### src/logic/brRs_consts.svh
`ifndef BRRS_CONSTS_SVH
`define BRRS_CONSTS_SVH

// 16 slot queue
`define RS_DEPTH_LOG2 4

// physical register file has 256 entries
`define PHYS_TAG_W 8

// pc, immediate and instruction number
`define XLEN 32

`endif

### src/logic/brInstPkg.sv
`default_nettype none

`include "brRs_consts.svh"

package brInstPkg;

    // slot index into the circular queue
    typedef logic [`RS_DEPTH_LOG2-1:0] rsIdx_t;

    // occupancy needs one more bit to reach depth
    typedef logic [`RS_DEPTH_LOG2:0] rsCount_t;

    typedef logic [`XLEN-1:0] word_t;

    typedef logic [2:0] funct3_t;  // beq/bne/blt/bge/bltu/bgeu

endpackage

`default_nettype wire

### src/logic/wakeupPkg.sv
`default_nettype none

`include "brRs_consts.svh"

package wakeupPkg;

    typedef logic [`PHYS_TAG_W-1:0] physTag_t;

    typedef logic [1:0] readyPair_t;  // bit 0 src1, bit 1 src2

    // tag matches any live result broadcast
    function automatic logic bcastHit(
        input physTag_t tag,
        input logic     aluDone,
        input physTag_t aluTag,
        input logic     mulDone,
        input physTag_t mulTag,
        input logic     loadDone,
        input physTag_t loadTag
    );
        return (aluDone && tag == aluTag) || (mulDone && tag == mulTag) ||
               (loadDone && tag == loadTag);
    endfunction

endpackage

`default_nettype wire

### src/logic/brRsDispatch.sv
`timescale 1ns/1ps
`default_nettype none

`include "brRs_consts.svh"

module brRsDispatch (
    input  wire                      clk,
    input  wire                      rstN,
    input  wire                      flush,
    input  wire                      dispatchValid,
    input  wire  brInstPkg::word_t   instNum,
    input  wire  brInstPkg::word_t   pc,
    input  wire  brInstPkg::word_t   immediate,
    input  wire  wakeupPkg::physTag_t rd,
    input  wire                      isJump,
    input  wire                      isBranch,
    input  wire                      predTaken,
    input  wire                      predHit,
    input  wire  brInstPkg::funct3_t funct3,
    input  wire  wakeupPkg::physTag_t src1Tag,
    input  wire  wakeupPkg::physTag_t src2Tag,
    input  wire  wakeupPkg::readyPair_t srcReady,
    input  wire                      aluDone,
    input  wire  wakeupPkg::physTag_t aluTag,
    input  wire                      mulDone,
    input  wire  wakeupPkg::physTag_t mulTag,
    input  wire                      loadDone,
    input  wire  wakeupPkg::physTag_t loadTag,
    input  wire                      pop,
    input  wire  brInstPkg::rsIdx_t  headIdx,
    output logic                     full,
    output logic                     wrEn,
    output brInstPkg::rsIdx_t        wrIdx,
    output wakeupPkg::readyPair_t    wrReady,
    output wakeupPkg::physTag_t      wrSrc1Tag,
    output wakeupPkg::physTag_t      wrSrc2Tag,
    output logic                     headBranch,
    output logic                     headJump,
    output logic                     headTaken,
    output logic                     headHit,
    output wakeupPkg::physTag_t      headRd,
    output brInstPkg::word_t         headInstNum,
    output brInstPkg::word_t         headPc,
    output brInstPkg::word_t         headImm,
    output brInstPkg::funct3_t       headFunct3
);

    localparam int Depth = 1 << `RS_DEPTH_LOG2;

    brInstPkg::rsIdx_t   tail;
    brInstPkg::rsCount_t count;

    logic [Depth-1:0]    branchQ;
    logic [Depth-1:0]    jumpQ;
    logic [Depth-1:0]    takenQ;
    logic [Depth-1:0]    hitQ;
    wakeupPkg::physTag_t rdQ [Depth];
    brInstPkg::word_t    instNumQ [Depth];
    brInstPkg::word_t    pcQ [Depth];
    brInstPkg::word_t    immQ [Depth];
    brInstPkg::funct3_t  funct3Q [Depth];

    assign full  = (count == brInstPkg::rsCount_t'(Depth));
    assign wrEn  = dispatchValid && !flush;
    assign wrIdx = tail;

    // same-cycle bypass from the broadcast buses
    assign wrReady[0] = srcReady[0] ||
        wakeupPkg::bcastHit(src1Tag, aluDone, aluTag, mulDone, mulTag, loadDone, loadTag);
    assign wrReady[1] = srcReady[1] ||
        wakeupPkg::bcastHit(src2Tag, aluDone, aluTag, mulDone, mulTag, loadDone, loadTag);

    assign wrSrc1Tag = src1Tag;
    assign wrSrc2Tag = src2Tag;

    always_ff @(posedge clk) begin
        if (!rstN || flush) begin
            tail  <= '0;
            count <= '0;
        end else begin
            if (wrEn) tail <= tail + brInstPkg::rsIdx_t'(1);
            count <= count + brInstPkg::rsCount_t'(wrEn) - brInstPkg::rsCount_t'(pop);
        end
    end

    always_ff @(posedge clk) begin
        if (wrEn) begin
            branchQ[tail]  <= isBranch;
            jumpQ[tail]    <= isJump;
            takenQ[tail]   <= predTaken;
            hitQ[tail]     <= predHit;
            rdQ[tail]      <= rd;
            instNumQ[tail] <= instNum;
            pcQ[tail]      <= pc;
            immQ[tail]     <= immediate;
            funct3Q[tail]  <= funct3;
        end
    end

    assign headBranch  = branchQ[headIdx];
    assign headJump    = jumpQ[headIdx];
    assign headTaken   = takenQ[headIdx];
    assign headHit     = hitQ[headIdx];
    assign headRd      = rdQ[headIdx];
    assign headInstNum = instNumQ[headIdx];
    assign headPc      = pcQ[headIdx];
    assign headImm     = immQ[headIdx];
    assign headFunct3  = funct3Q[headIdx];

    // rename must stall on full
    noDispatchWhenFull: assert property (@(posedge clk) disable iff (!rstN)
        full |-> !dispatchValid)
        else $error("dispatch into a full branch queue");

    countInRange: assert property (@(posedge clk) disable iff (!rstN)
        count <= brInstPkg::rsCount_t'(Depth))
        else $error("branch queue occupancy above depth");

endmodule

`default_nettype wire

### src/logic/brRsIssue.sv
`timescale 1ns/1ps
`default_nettype none

module brRsIssue (
    input  wire                       clk,
    input  wire                       rstN,
    input  wire                       flush,
    input  wire                       headReady,
    input  wire                       headBranch,
    input  wire                       headJump,
    input  wire                       headTaken,
    input  wire                       headHit,
    input  wire  wakeupPkg::physTag_t headRd,
    input  wire  brInstPkg::word_t    headInstNum,
    input  wire  brInstPkg::word_t    headPc,
    input  wire  brInstPkg::word_t    headImm,
    input  wire  brInstPkg::funct3_t  headFunct3,
    input  wire  wakeupPkg::physTag_t headSrc1Tag,
    input  wire  wakeupPkg::physTag_t headSrc2Tag,
    output logic                      pop,
    output brInstPkg::rsIdx_t         headIdx,
    output logic                      issueValid,
    output logic                      issueBranch,
    output logic                      issueJump,
    output logic                      issueTaken,
    output logic                      issueHit,
    output wakeupPkg::physTag_t       issueRd,
    output wakeupPkg::physTag_t       issueSrc1Tag,
    output wakeupPkg::physTag_t       issueSrc2Tag,
    output brInstPkg::word_t          issueInstNum,
    output brInstPkg::word_t          issuePc,
    output brInstPkg::word_t          issueImm,
    output brInstPkg::funct3_t        issueFunct3
);

    // one entry per cycle, branch unit never stalls
    assign pop = headReady && !flush;

    always_ff @(posedge clk) begin
        if (!rstN || flush) begin
            headIdx <= '0;
        end else if (pop) begin
            headIdx <= headIdx + brInstPkg::rsIdx_t'(1);
        end
    end

    always_ff @(posedge clk) begin
        if (!rstN) begin
            issueValid <= 1'b0;
        end else begin
            issueValid <= pop;
        end
    end

    // outputs stay zero between issues
    always_ff @(posedge clk) begin
        if (!rstN || !pop) begin
            issueBranch  <= 1'b0;
            issueJump    <= 1'b0;
            issueTaken   <= 1'b0;
            issueHit     <= 1'b0;
            issueRd      <= '0;
            issueSrc1Tag <= '0;
            issueSrc2Tag <= '0;
            issueInstNum <= '0;
            issuePc      <= '0;
            issueImm     <= '0;
            issueFunct3  <= '0;
        end else begin
            issueBranch  <= headBranch;
            issueJump    <= headJump;
            issueTaken   <= headTaken;
            issueHit     <= headHit;
            issueRd      <= headRd;
            issueSrc1Tag <= headSrc1Tag;
            issueSrc2Tag <= headSrc2Tag;
            issueInstNum <= headInstNum;
            issuePc      <= headPc;
            issueImm     <= headImm;
            issueFunct3  <= headFunct3;
        end
    end

endmodule

`default_nettype wire

### src/logic/brRsTop.sv
`timescale 1ns/1ps
`default_nettype none

module brRsTop (
    input  wire                         clk,
    input  wire                         rstN,
    input  wire                         dispatchValid,
    input  wire  brInstPkg::word_t      instNum,
    input  wire  brInstPkg::word_t      pc,
    input  wire  brInstPkg::word_t      immediate,
    input  wire  wakeupPkg::physTag_t   rd,
    input  wire  wakeupPkg::physTag_t   src1Tag,
    input  wire  wakeupPkg::physTag_t   src2Tag,
    input  wire  wakeupPkg::readyPair_t srcReady,
    input  wire                         isJump,
    input  wire                         isBranch,
    input  wire                         predTaken,
    input  wire                         predHit,
    input  wire  brInstPkg::funct3_t    funct3,
    input  wire                         aluDone,
    input  wire  wakeupPkg::physTag_t   aluTag,
    input  wire                         mulDone,
    input  wire  wakeupPkg::physTag_t   mulTag,
    input  wire                         loadDone,
    input  wire  wakeupPkg::physTag_t   loadTag,
    input  wire                         exceptionSig,
    input  wire                         mretSig,
    input  wire                         mispredict,
    output logic                        full,
    output logic                        issueValid,
    output logic                        issueBranch,
    output logic                        issueJump,
    output logic                        issueTaken,
    output logic                        issueHit,
    output wakeupPkg::physTag_t         issueRd,
    output wakeupPkg::physTag_t         issueSrc1Tag,
    output wakeupPkg::physTag_t         issueSrc2Tag,
    output brInstPkg::word_t            issueInstNum,
    output brInstPkg::word_t            issuePc,
    output brInstPkg::word_t            issueImm,
    output brInstPkg::funct3_t          issueFunct3
);

    logic                  flush;
    logic                  wrEn;
    brInstPkg::rsIdx_t     wrIdx;
    wakeupPkg::readyPair_t wrReady;
    wakeupPkg::physTag_t   wrSrc1Tag;
    wakeupPkg::physTag_t   wrSrc2Tag;
    logic                  pop;
    brInstPkg::rsIdx_t     headIdx;
    logic                  headReady;
    logic                  headBranch;
    logic                  headJump;
    logic                  headTaken;
    logic                  headHit;
    wakeupPkg::physTag_t   headRd;
    brInstPkg::word_t      headInstNum;
    brInstPkg::word_t      headPc;
    brInstPkg::word_t      headImm;
    brInstPkg::funct3_t    headFunct3;
    wakeupPkg::physTag_t   headSrc1Tag;
    wakeupPkg::physTag_t   headSrc2Tag;

    // any redirect drops every queued branch
    assign flush = exceptionSig | mretSig | mispredict;

    brRsDispatch dispatchInst (
        .clk(clk), .rstN(rstN), .flush(flush), .dispatchValid(dispatchValid),
        .instNum(instNum), .pc(pc), .immediate(immediate), .rd(rd),
        .isJump(isJump), .isBranch(isBranch), .predTaken(predTaken), .predHit(predHit),
        .funct3(funct3), .src1Tag(src1Tag), .src2Tag(src2Tag), .srcReady(srcReady),
        .aluDone(aluDone), .aluTag(aluTag), .mulDone(mulDone), .mulTag(mulTag),
        .loadDone(loadDone), .loadTag(loadTag), .pop(pop), .headIdx(headIdx),
        .full(full), .wrEn(wrEn), .wrIdx(wrIdx), .wrReady(wrReady),
        .wrSrc1Tag(wrSrc1Tag), .wrSrc2Tag(wrSrc2Tag),
        .headBranch(headBranch), .headJump(headJump), .headTaken(headTaken),
        .headHit(headHit), .headRd(headRd), .headInstNum(headInstNum),
        .headPc(headPc), .headImm(headImm), .headFunct3(headFunct3)
    );

    brRsWakeup wakeupInst (
        .clk(clk), .rstN(rstN), .flush(flush),
        .wrEn(wrEn), .wrIdx(wrIdx), .wrReady(wrReady),
        .wrSrc1Tag(wrSrc1Tag), .wrSrc2Tag(wrSrc2Tag),
        .aluDone(aluDone), .aluTag(aluTag), .mulDone(mulDone), .mulTag(mulTag),
        .loadDone(loadDone), .loadTag(loadTag), .pop(pop), .headIdx(headIdx),
        .headReady(headReady), .headSrc1Tag(headSrc1Tag), .headSrc2Tag(headSrc2Tag)
    );

    brRsIssue issueInst (
        .clk(clk), .rstN(rstN), .flush(flush), .headReady(headReady),
        .headBranch(headBranch), .headJump(headJump), .headTaken(headTaken),
        .headHit(headHit), .headRd(headRd), .headInstNum(headInstNum),
        .headPc(headPc), .headImm(headImm), .headFunct3(headFunct3),
        .headSrc1Tag(headSrc1Tag), .headSrc2Tag(headSrc2Tag),
        .pop(pop), .headIdx(headIdx), .issueValid(issueValid),
        .issueBranch(issueBranch), .issueJump(issueJump), .issueTaken(issueTaken),
        .issueHit(issueHit), .issueRd(issueRd), .issueSrc1Tag(issueSrc1Tag),
        .issueSrc2Tag(issueSrc2Tag), .issueInstNum(issueInstNum),
        .issuePc(issuePc), .issueImm(issueImm), .issueFunct3(issueFunct3)
    );

endmodule

`default_nettype wire

### src/logic/brRsWakeup.sv
`timescale 1ns/1ps
`default_nettype none

`include "brRs_consts.svh"

module brRsWakeup (
    input  wire                        clk,
    input  wire                        rstN,
    input  wire                        flush,
    input  wire                        wrEn,
    input  wire  brInstPkg::rsIdx_t    wrIdx,
    input  wire  wakeupPkg::readyPair_t wrReady,
    input  wire  wakeupPkg::physTag_t  wrSrc1Tag,
    input  wire  wakeupPkg::physTag_t  wrSrc2Tag,
    input  wire                        aluDone,
    input  wire  wakeupPkg::physTag_t  aluTag,
    input  wire                        mulDone,
    input  wire  wakeupPkg::physTag_t  mulTag,
    input  wire                        loadDone,
    input  wire  wakeupPkg::physTag_t  loadTag,
    input  wire                        pop,
    input  wire  brInstPkg::rsIdx_t    headIdx,
    output logic                       headReady,
    output wakeupPkg::physTag_t        headSrc1Tag,
    output wakeupPkg::physTag_t        headSrc2Tag
);

    localparam int Depth = 1 << `RS_DEPTH_LOG2;

    logic [Depth-1:0]      occ;           // slot holds a live entry
    wakeupPkg::readyPair_t rdy [Depth];
    wakeupPkg::physTag_t   src1Tags [Depth];
    wakeupPkg::physTag_t   src2Tags [Depth];

    always_ff @(posedge clk) begin
        if (!rstN || flush) begin
            occ <= '0;
            for (int i = 0; i < Depth; i++) begin
                rdy[i] <= '0;
            end
        end else begin
            // broadcast wakeup of waiting slots
            for (int i = 0; i < Depth; i++) begin
                if (occ[i] && wakeupPkg::bcastHit(src1Tags[i], aluDone, aluTag,
                        mulDone, mulTag, loadDone, loadTag)) begin
                    rdy[i][0] <= 1'b1;
                end
                if (occ[i] && wakeupPkg::bcastHit(src2Tags[i], aluDone, aluTag,
                        mulDone, mulTag, loadDone, loadTag)) begin
                    rdy[i][1] <= 1'b1;
                end
            end
            if (pop) begin
                occ[headIdx] <= 1'b0;
                rdy[headIdx] <= '0;
            end
            if (wrEn) begin
                occ[wrIdx] <= 1'b1;
                rdy[wrIdx] <= wrReady;  // bypass already folded in
            end
        end
    end

    always_ff @(posedge clk) begin
        if (wrEn) begin
            src1Tags[wrIdx] <= wrSrc1Tag;
            src2Tags[wrIdx] <= wrSrc2Tag;
        end
    end

    assign headReady   = occ[headIdx] && (rdy[headIdx] == 2'b11);
    assign headSrc1Tag = src1Tags[headIdx];
    assign headSrc2Tag = src2Tags[headIdx];

    // tail never overruns a live slot
    writeToFreeSlot: assert property (@(posedge clk) disable iff (!rstN)
        wrEn |-> !occ[wrIdx])
        else $error("dispatch overwrote an occupied slot");

endmodule

`default_nettype wire

### config.mk
export PLATFORM = sky130hd
export DESIGN_NAME = brRsTop
export DESIGN_NICKNAME = d
export VERILOG_FILES = /design/src/logic/brInstPkg.sv /design/src/logic/wakeupPkg.sv /design/src/logic/brRsDispatch.sv /design/src/logic/brRsIssue.sv /design/src/logic/brRsTop.sv /design/src/logic/brRsWakeup.sv
export VERILOG_INCLUDE_DIRS = /design/src /design/src/logic
export SDC_FILE = /design/constraint.sdc
export NUM_CORES = 2
export LEC_CHECK = 0
export BUFFER_PORTS_ARGS = -buffer_cell sky130_fd_sc_hd__buf_4
export CAP_MARGIN = 20
export CORE_MARGIN = 2
export CORE_UTILIZATION = 60
export DETAILED_ROUTE_END_ITERATION = 8
export PLACE_DENSITY_LB_ADDON = 0.08
export RECOVER_POWER = 100
export REMOVE_ABC_BUFFERS = 1
export SLEW_MARGIN = 15
export SYNTH_ARGS = -nofsm -noshare
export SYNTH_HDL_FRONTEND = slang
export SYNTH_HIERARCHICAL = 1
export SYNTH_SLANG_ARGS = --single-unit
export TNS_END_PERCENT = 50
### constraint.sdc
create_clock -name clk -period 13.65 [get_ports clk]
set_input_delay 2.73 -clock clk [delete_from_list [all_inputs] [get_ports clk]]
set_output_delay 2.73 -clock clk [all_outputs]
set_load 0.02 [all_outputs]
==> impl_metrics.toml <==
[power_and_ir_drop]
p_total_uw = 13800
leakage_uw = 0.0324
vdd_drop_max_v = 0.000138
p_per_area_mw_per_mm2 = 135

[yosys]
synth_top_family_by_area = "multiplexers"
synthMuxAreaShare_pct = 13.0
ys_types = 51
avgSynthCellArea_sq_um = 18.5
synth-simple-area-share_pct = 4.27
synth_compound_area_share_pct = 2.63
synth_top_area_share_pct = 66.4
synth_area_leaders = "edfxtp_1, mux4_2, xor2_1, dfxtp_1, a22oi_1"
yosys_most_used_dff = "edfxtp_1"
synthXorXnorAreaFrac_pct = 7.73
yosysWarningCount = 6
syn_area_sq_mm = 0.0925
yosysTopAreaCell = "edfxtp_1"
async_reset_ff_share_pct = 0
ys_seq_elements = 2221
synth_edf_count = 2046
synthAdderAreaFrac_pct = 0.170
yosysSeqAreaShare_pct = 70.2
postSynthCellCount = 5011

[min_path]
hold_class = "reg2reg"
whs_endpoint = "wakeupInst/occ[15]$_SDFF_PN0_"
hold_path.startpoint = "wakeupInst/occ[15]$_SDFF_PN0_"
worstHoldPathCells = 2

[global_route]
grt_pass1_vias = 49600
overflow = 0
grt_max_degree = 124
grt_pass1_wl_mm = 344
antenna_found_initial = 28
track_usage_pct = 30.4

[finish]
synthToLayoutAreaGrowth_pct = 11.0
final_layout_size_suffix_gt1_share_pct = 17.3
fin_nets = 5465
postLayoutCellArea_sq_mm = 0.103

[timing]
fin_tns_setup_ns = 0
fin_crit_ns = 9.62
slew_violations = 1026
fmax_mhz = 104
fin_crit_sh_pct = 70.4
hold_slack_ns = 0.501
worst_pin_slew_ns = 4.85
slew_headroom_pct = -224
fin_worst_skew_ns = 0.0500
hold_viol_final = 0
rsz0062_at_grt = "no"
setup_viol = 0
setup_ws_ns = 4.03

[worst_setup_path]
r2r_cells = 15
r2r_end = "dispatchInst/count[4]$_SDFF_PP0_"
critPathRequiredTime_ns = 14.07
cp_max_fo = 35
arrival_ns = 10.04
startpoint_type = "primary input"
endpoint_kind = "register"
ff2ff_setup_slack_ns = 4.61
path_class = "in2reg"
r2r-start = "issueInst/headIdx[1]$_SDFFE_PP0P_"

[drt]
finalWirelength_mm = 238
dr.pass1.iters = 6
drt_iter0_drc = 6071
vias_per_cell = 6.59
post_drt_wl_per_cell_microns = 31.6
remaining_drc_errors = 0
postRouteAntennaNets = 0
num_vias = 49600

[clock_network]
cts_resized = 0
root_buffer = "clkbuf_16"
cts_tree = "done"
clock_latency_ns = 0.85
cts_hold_buf = 0
postCtsSetupBuffers = 0
clk_pin_slew_worst_paths_ns = 0.06
clock-sinks = 2221
cts.htree.levels = 4
cts_max_path_buffers = 3
numCtsBuffers = 215

[placed_design]
dp_slack_ns = 6.84
placed_area_sq_mm = 0.0965
dp_hpwl_mm = 128
port_buffers = 290
globalplace.congestion = 0.938

[run_status]
status = "complete, but fails checks"
violations = "max-capacitance violations, max-slew violations"

[floorplan]
start_util_pct = 60.2
die-height_microns = 397
die-area_sq_mm = 0.157
rows = 144
core_area_sq_mm = 0.154
fp.dieW_microns = 397
boundaryPins = 291

[job]
drv_cap = 38
[kinds of logic after synthesis]
kind of cell / after synthesis
flip-flops: 2221
XOR/XNOR: 817
AND/OR/NAND/NOR: 738
multiplexers: 532
buffers and inverters: 351
AO/OA/AOI/OAI: 340
adder cells (fa/ha/maj): 12
[per-layer routing]
metal | vias up | share of wire, % | global-route usage (%)
met4 | 30 | 3.6 | 10.6
met1 | 26000 | 40 | 43.6
met3 | 538 | 9.0 | 5.83
met5 | - | 0.076 | 0
li1 | 20400 | - | -
met2 | 2594 | 47 | 47.3
[stage by stage]
step	utilization (%)	std cells
4_1_cts	67.5	7520
3_5_place_dp	62.8	7114
5_1_grt	66.8	7526
6_report	66.8	7530
3_3_place_gp	62.8	7112
2_1_floorplan	-	4690
[how the worst max path moves through the flow]
stage / start / end / slack [ns]
6_report: mretSig / dispatchInst/rdQ[5][0]$_DFFE_PP_ / 4.03
5_1_grt: mretSig / dispatchInst/rdQ[5][0]$_DFFE_PP_ / 3.71
3_5_place_dp: mretSig / dispatchInst/immQ[3][2]$_DFFE_PP_ / 6.84
3_3_place_gp: mretSig / dispatchInst/immQ[3][12]$_DFFE_PP_ / 6.91
2_1_floorplan: issueInst/headIdx[0]$_SDFFE_PP0P_ / wakeupInst/rdy[3][1]$_DFF_P_ / -12.18
4_1_cts: issueInst/headIdx[1]$_SDFFE_PP0P_ / dispatchInst/count[4]$_SDFF_PP0_ / 7.32
[layout by cell type (no fill, tap or decap), types with 5 or more instances in the layout]
cell	instances
nor4_1	103
buf_4	88
and2_1	90
inv_6	5
edfxtp_1	2046
xor2_1	699
a22oi_1	222
clkinv_16	6
a21o_1	13
and2_0	39
clkinv_2	34
buf_12	13
clkbuf_16	217
dfxtp_1	172
inv_1	30
nor2_1	41
and3_1	22
nand3_1	41
clkinv_1	16
nand2_1	159
a21oi_1	26
a32oi_1	16
ha_1	11
xnor2_1	118
bufinv_16	18
mux4_2	509
nor2b_1	8
o21ai_0	35
mux4_1	20
clkbuf_1	348
nand2b_1	7
nor3_1	106
diode_2	6
nand4_1	102
clkbuf_8	38
[flip-flops by register name, summed over array words and instances (netlist names), 3 cells and up]
name and flops:
dispatchInst/takenQ 16, dispatchInst/instNumQ 512, dispatchInst/hitQ 16, wakeupInst/rdy 32, issueInst/issueRd 8, dispatchInst/wrIdx 4, issueInst/issuePc 32, issueInst/issueInstNum 32
issueInst/issueFunct3 3, issueInst/headIdx 4, dispatchInst/funct3Q 48, issueInst/issueImm 32, issueInst/issueSrc1Tag 8, wakeupInst/src1Tags 128, wakeupInst/src2Tags 128, dispatchInst/pcQ 512
wakeupInst/occ 16, dispatchInst/immQ 512, issueInst/issueSrc2Tag 8, dispatchInst/rdQ 128, dispatchInst/jumpQ 16, dispatchInst/count 5, dispatchInst/branchQ 16
[critical path: stages]
cell      delay, ns
clkbuf_4       0.10
or3_1          0.55
nor2b_1        0.23
clkbuf_1       0.44
nand2_1        0.21
nor2_1         1.86
clkbuf_1       2.36
clkbuf_1       1.45
[area by class of cell]
type                            instances  area (sq um)
Antenna cell                            6          15.0
Clock buffer                          322          6200
Clock inverter                         84          1080
Fill cell                           10300         51000
Inverter                               30           113
Multi-Input combinational cell       2439         25700
Sequential cell                      2221         65000
Tap cell                             2044          2560
Timing Repair Buffer                  384          2010
[power breakdown]
| group | total (uW) | switching (uW) | internal, uW |
|---|---|---|---|
| logic | 377 | 281 | 95.8 |
| clock network | 6020 | 2530 | 3490 |
| registers | 7440 | 5.57 | 7430 |
| total | 13800 | 2820 | 11000 |
[cell usage after synthesis (all sizes together), types with 3 or more instances]
library cell and count:
o21ai 35, ha 11, a221oi 3, nor3 106
mux4 529, xnor2 118, nor2b 11, mux2i 3
o211ai 4, a21oi 26, o22ai 4, o41ai 4
nand3b 3, dfxtp 175, a31oi 3, a32oi 16
a22oi 222, nor2 43, nand3 41, nand2b 7
or3 3, edfxtp 2046, and3 22, nor4 103
buf 204, clkbuf 117, xor2 699, inv 30
nand4 102, nand2 159, and2 130, a21o 13
No activity file was read; power rests on OpenSTA's default activity.
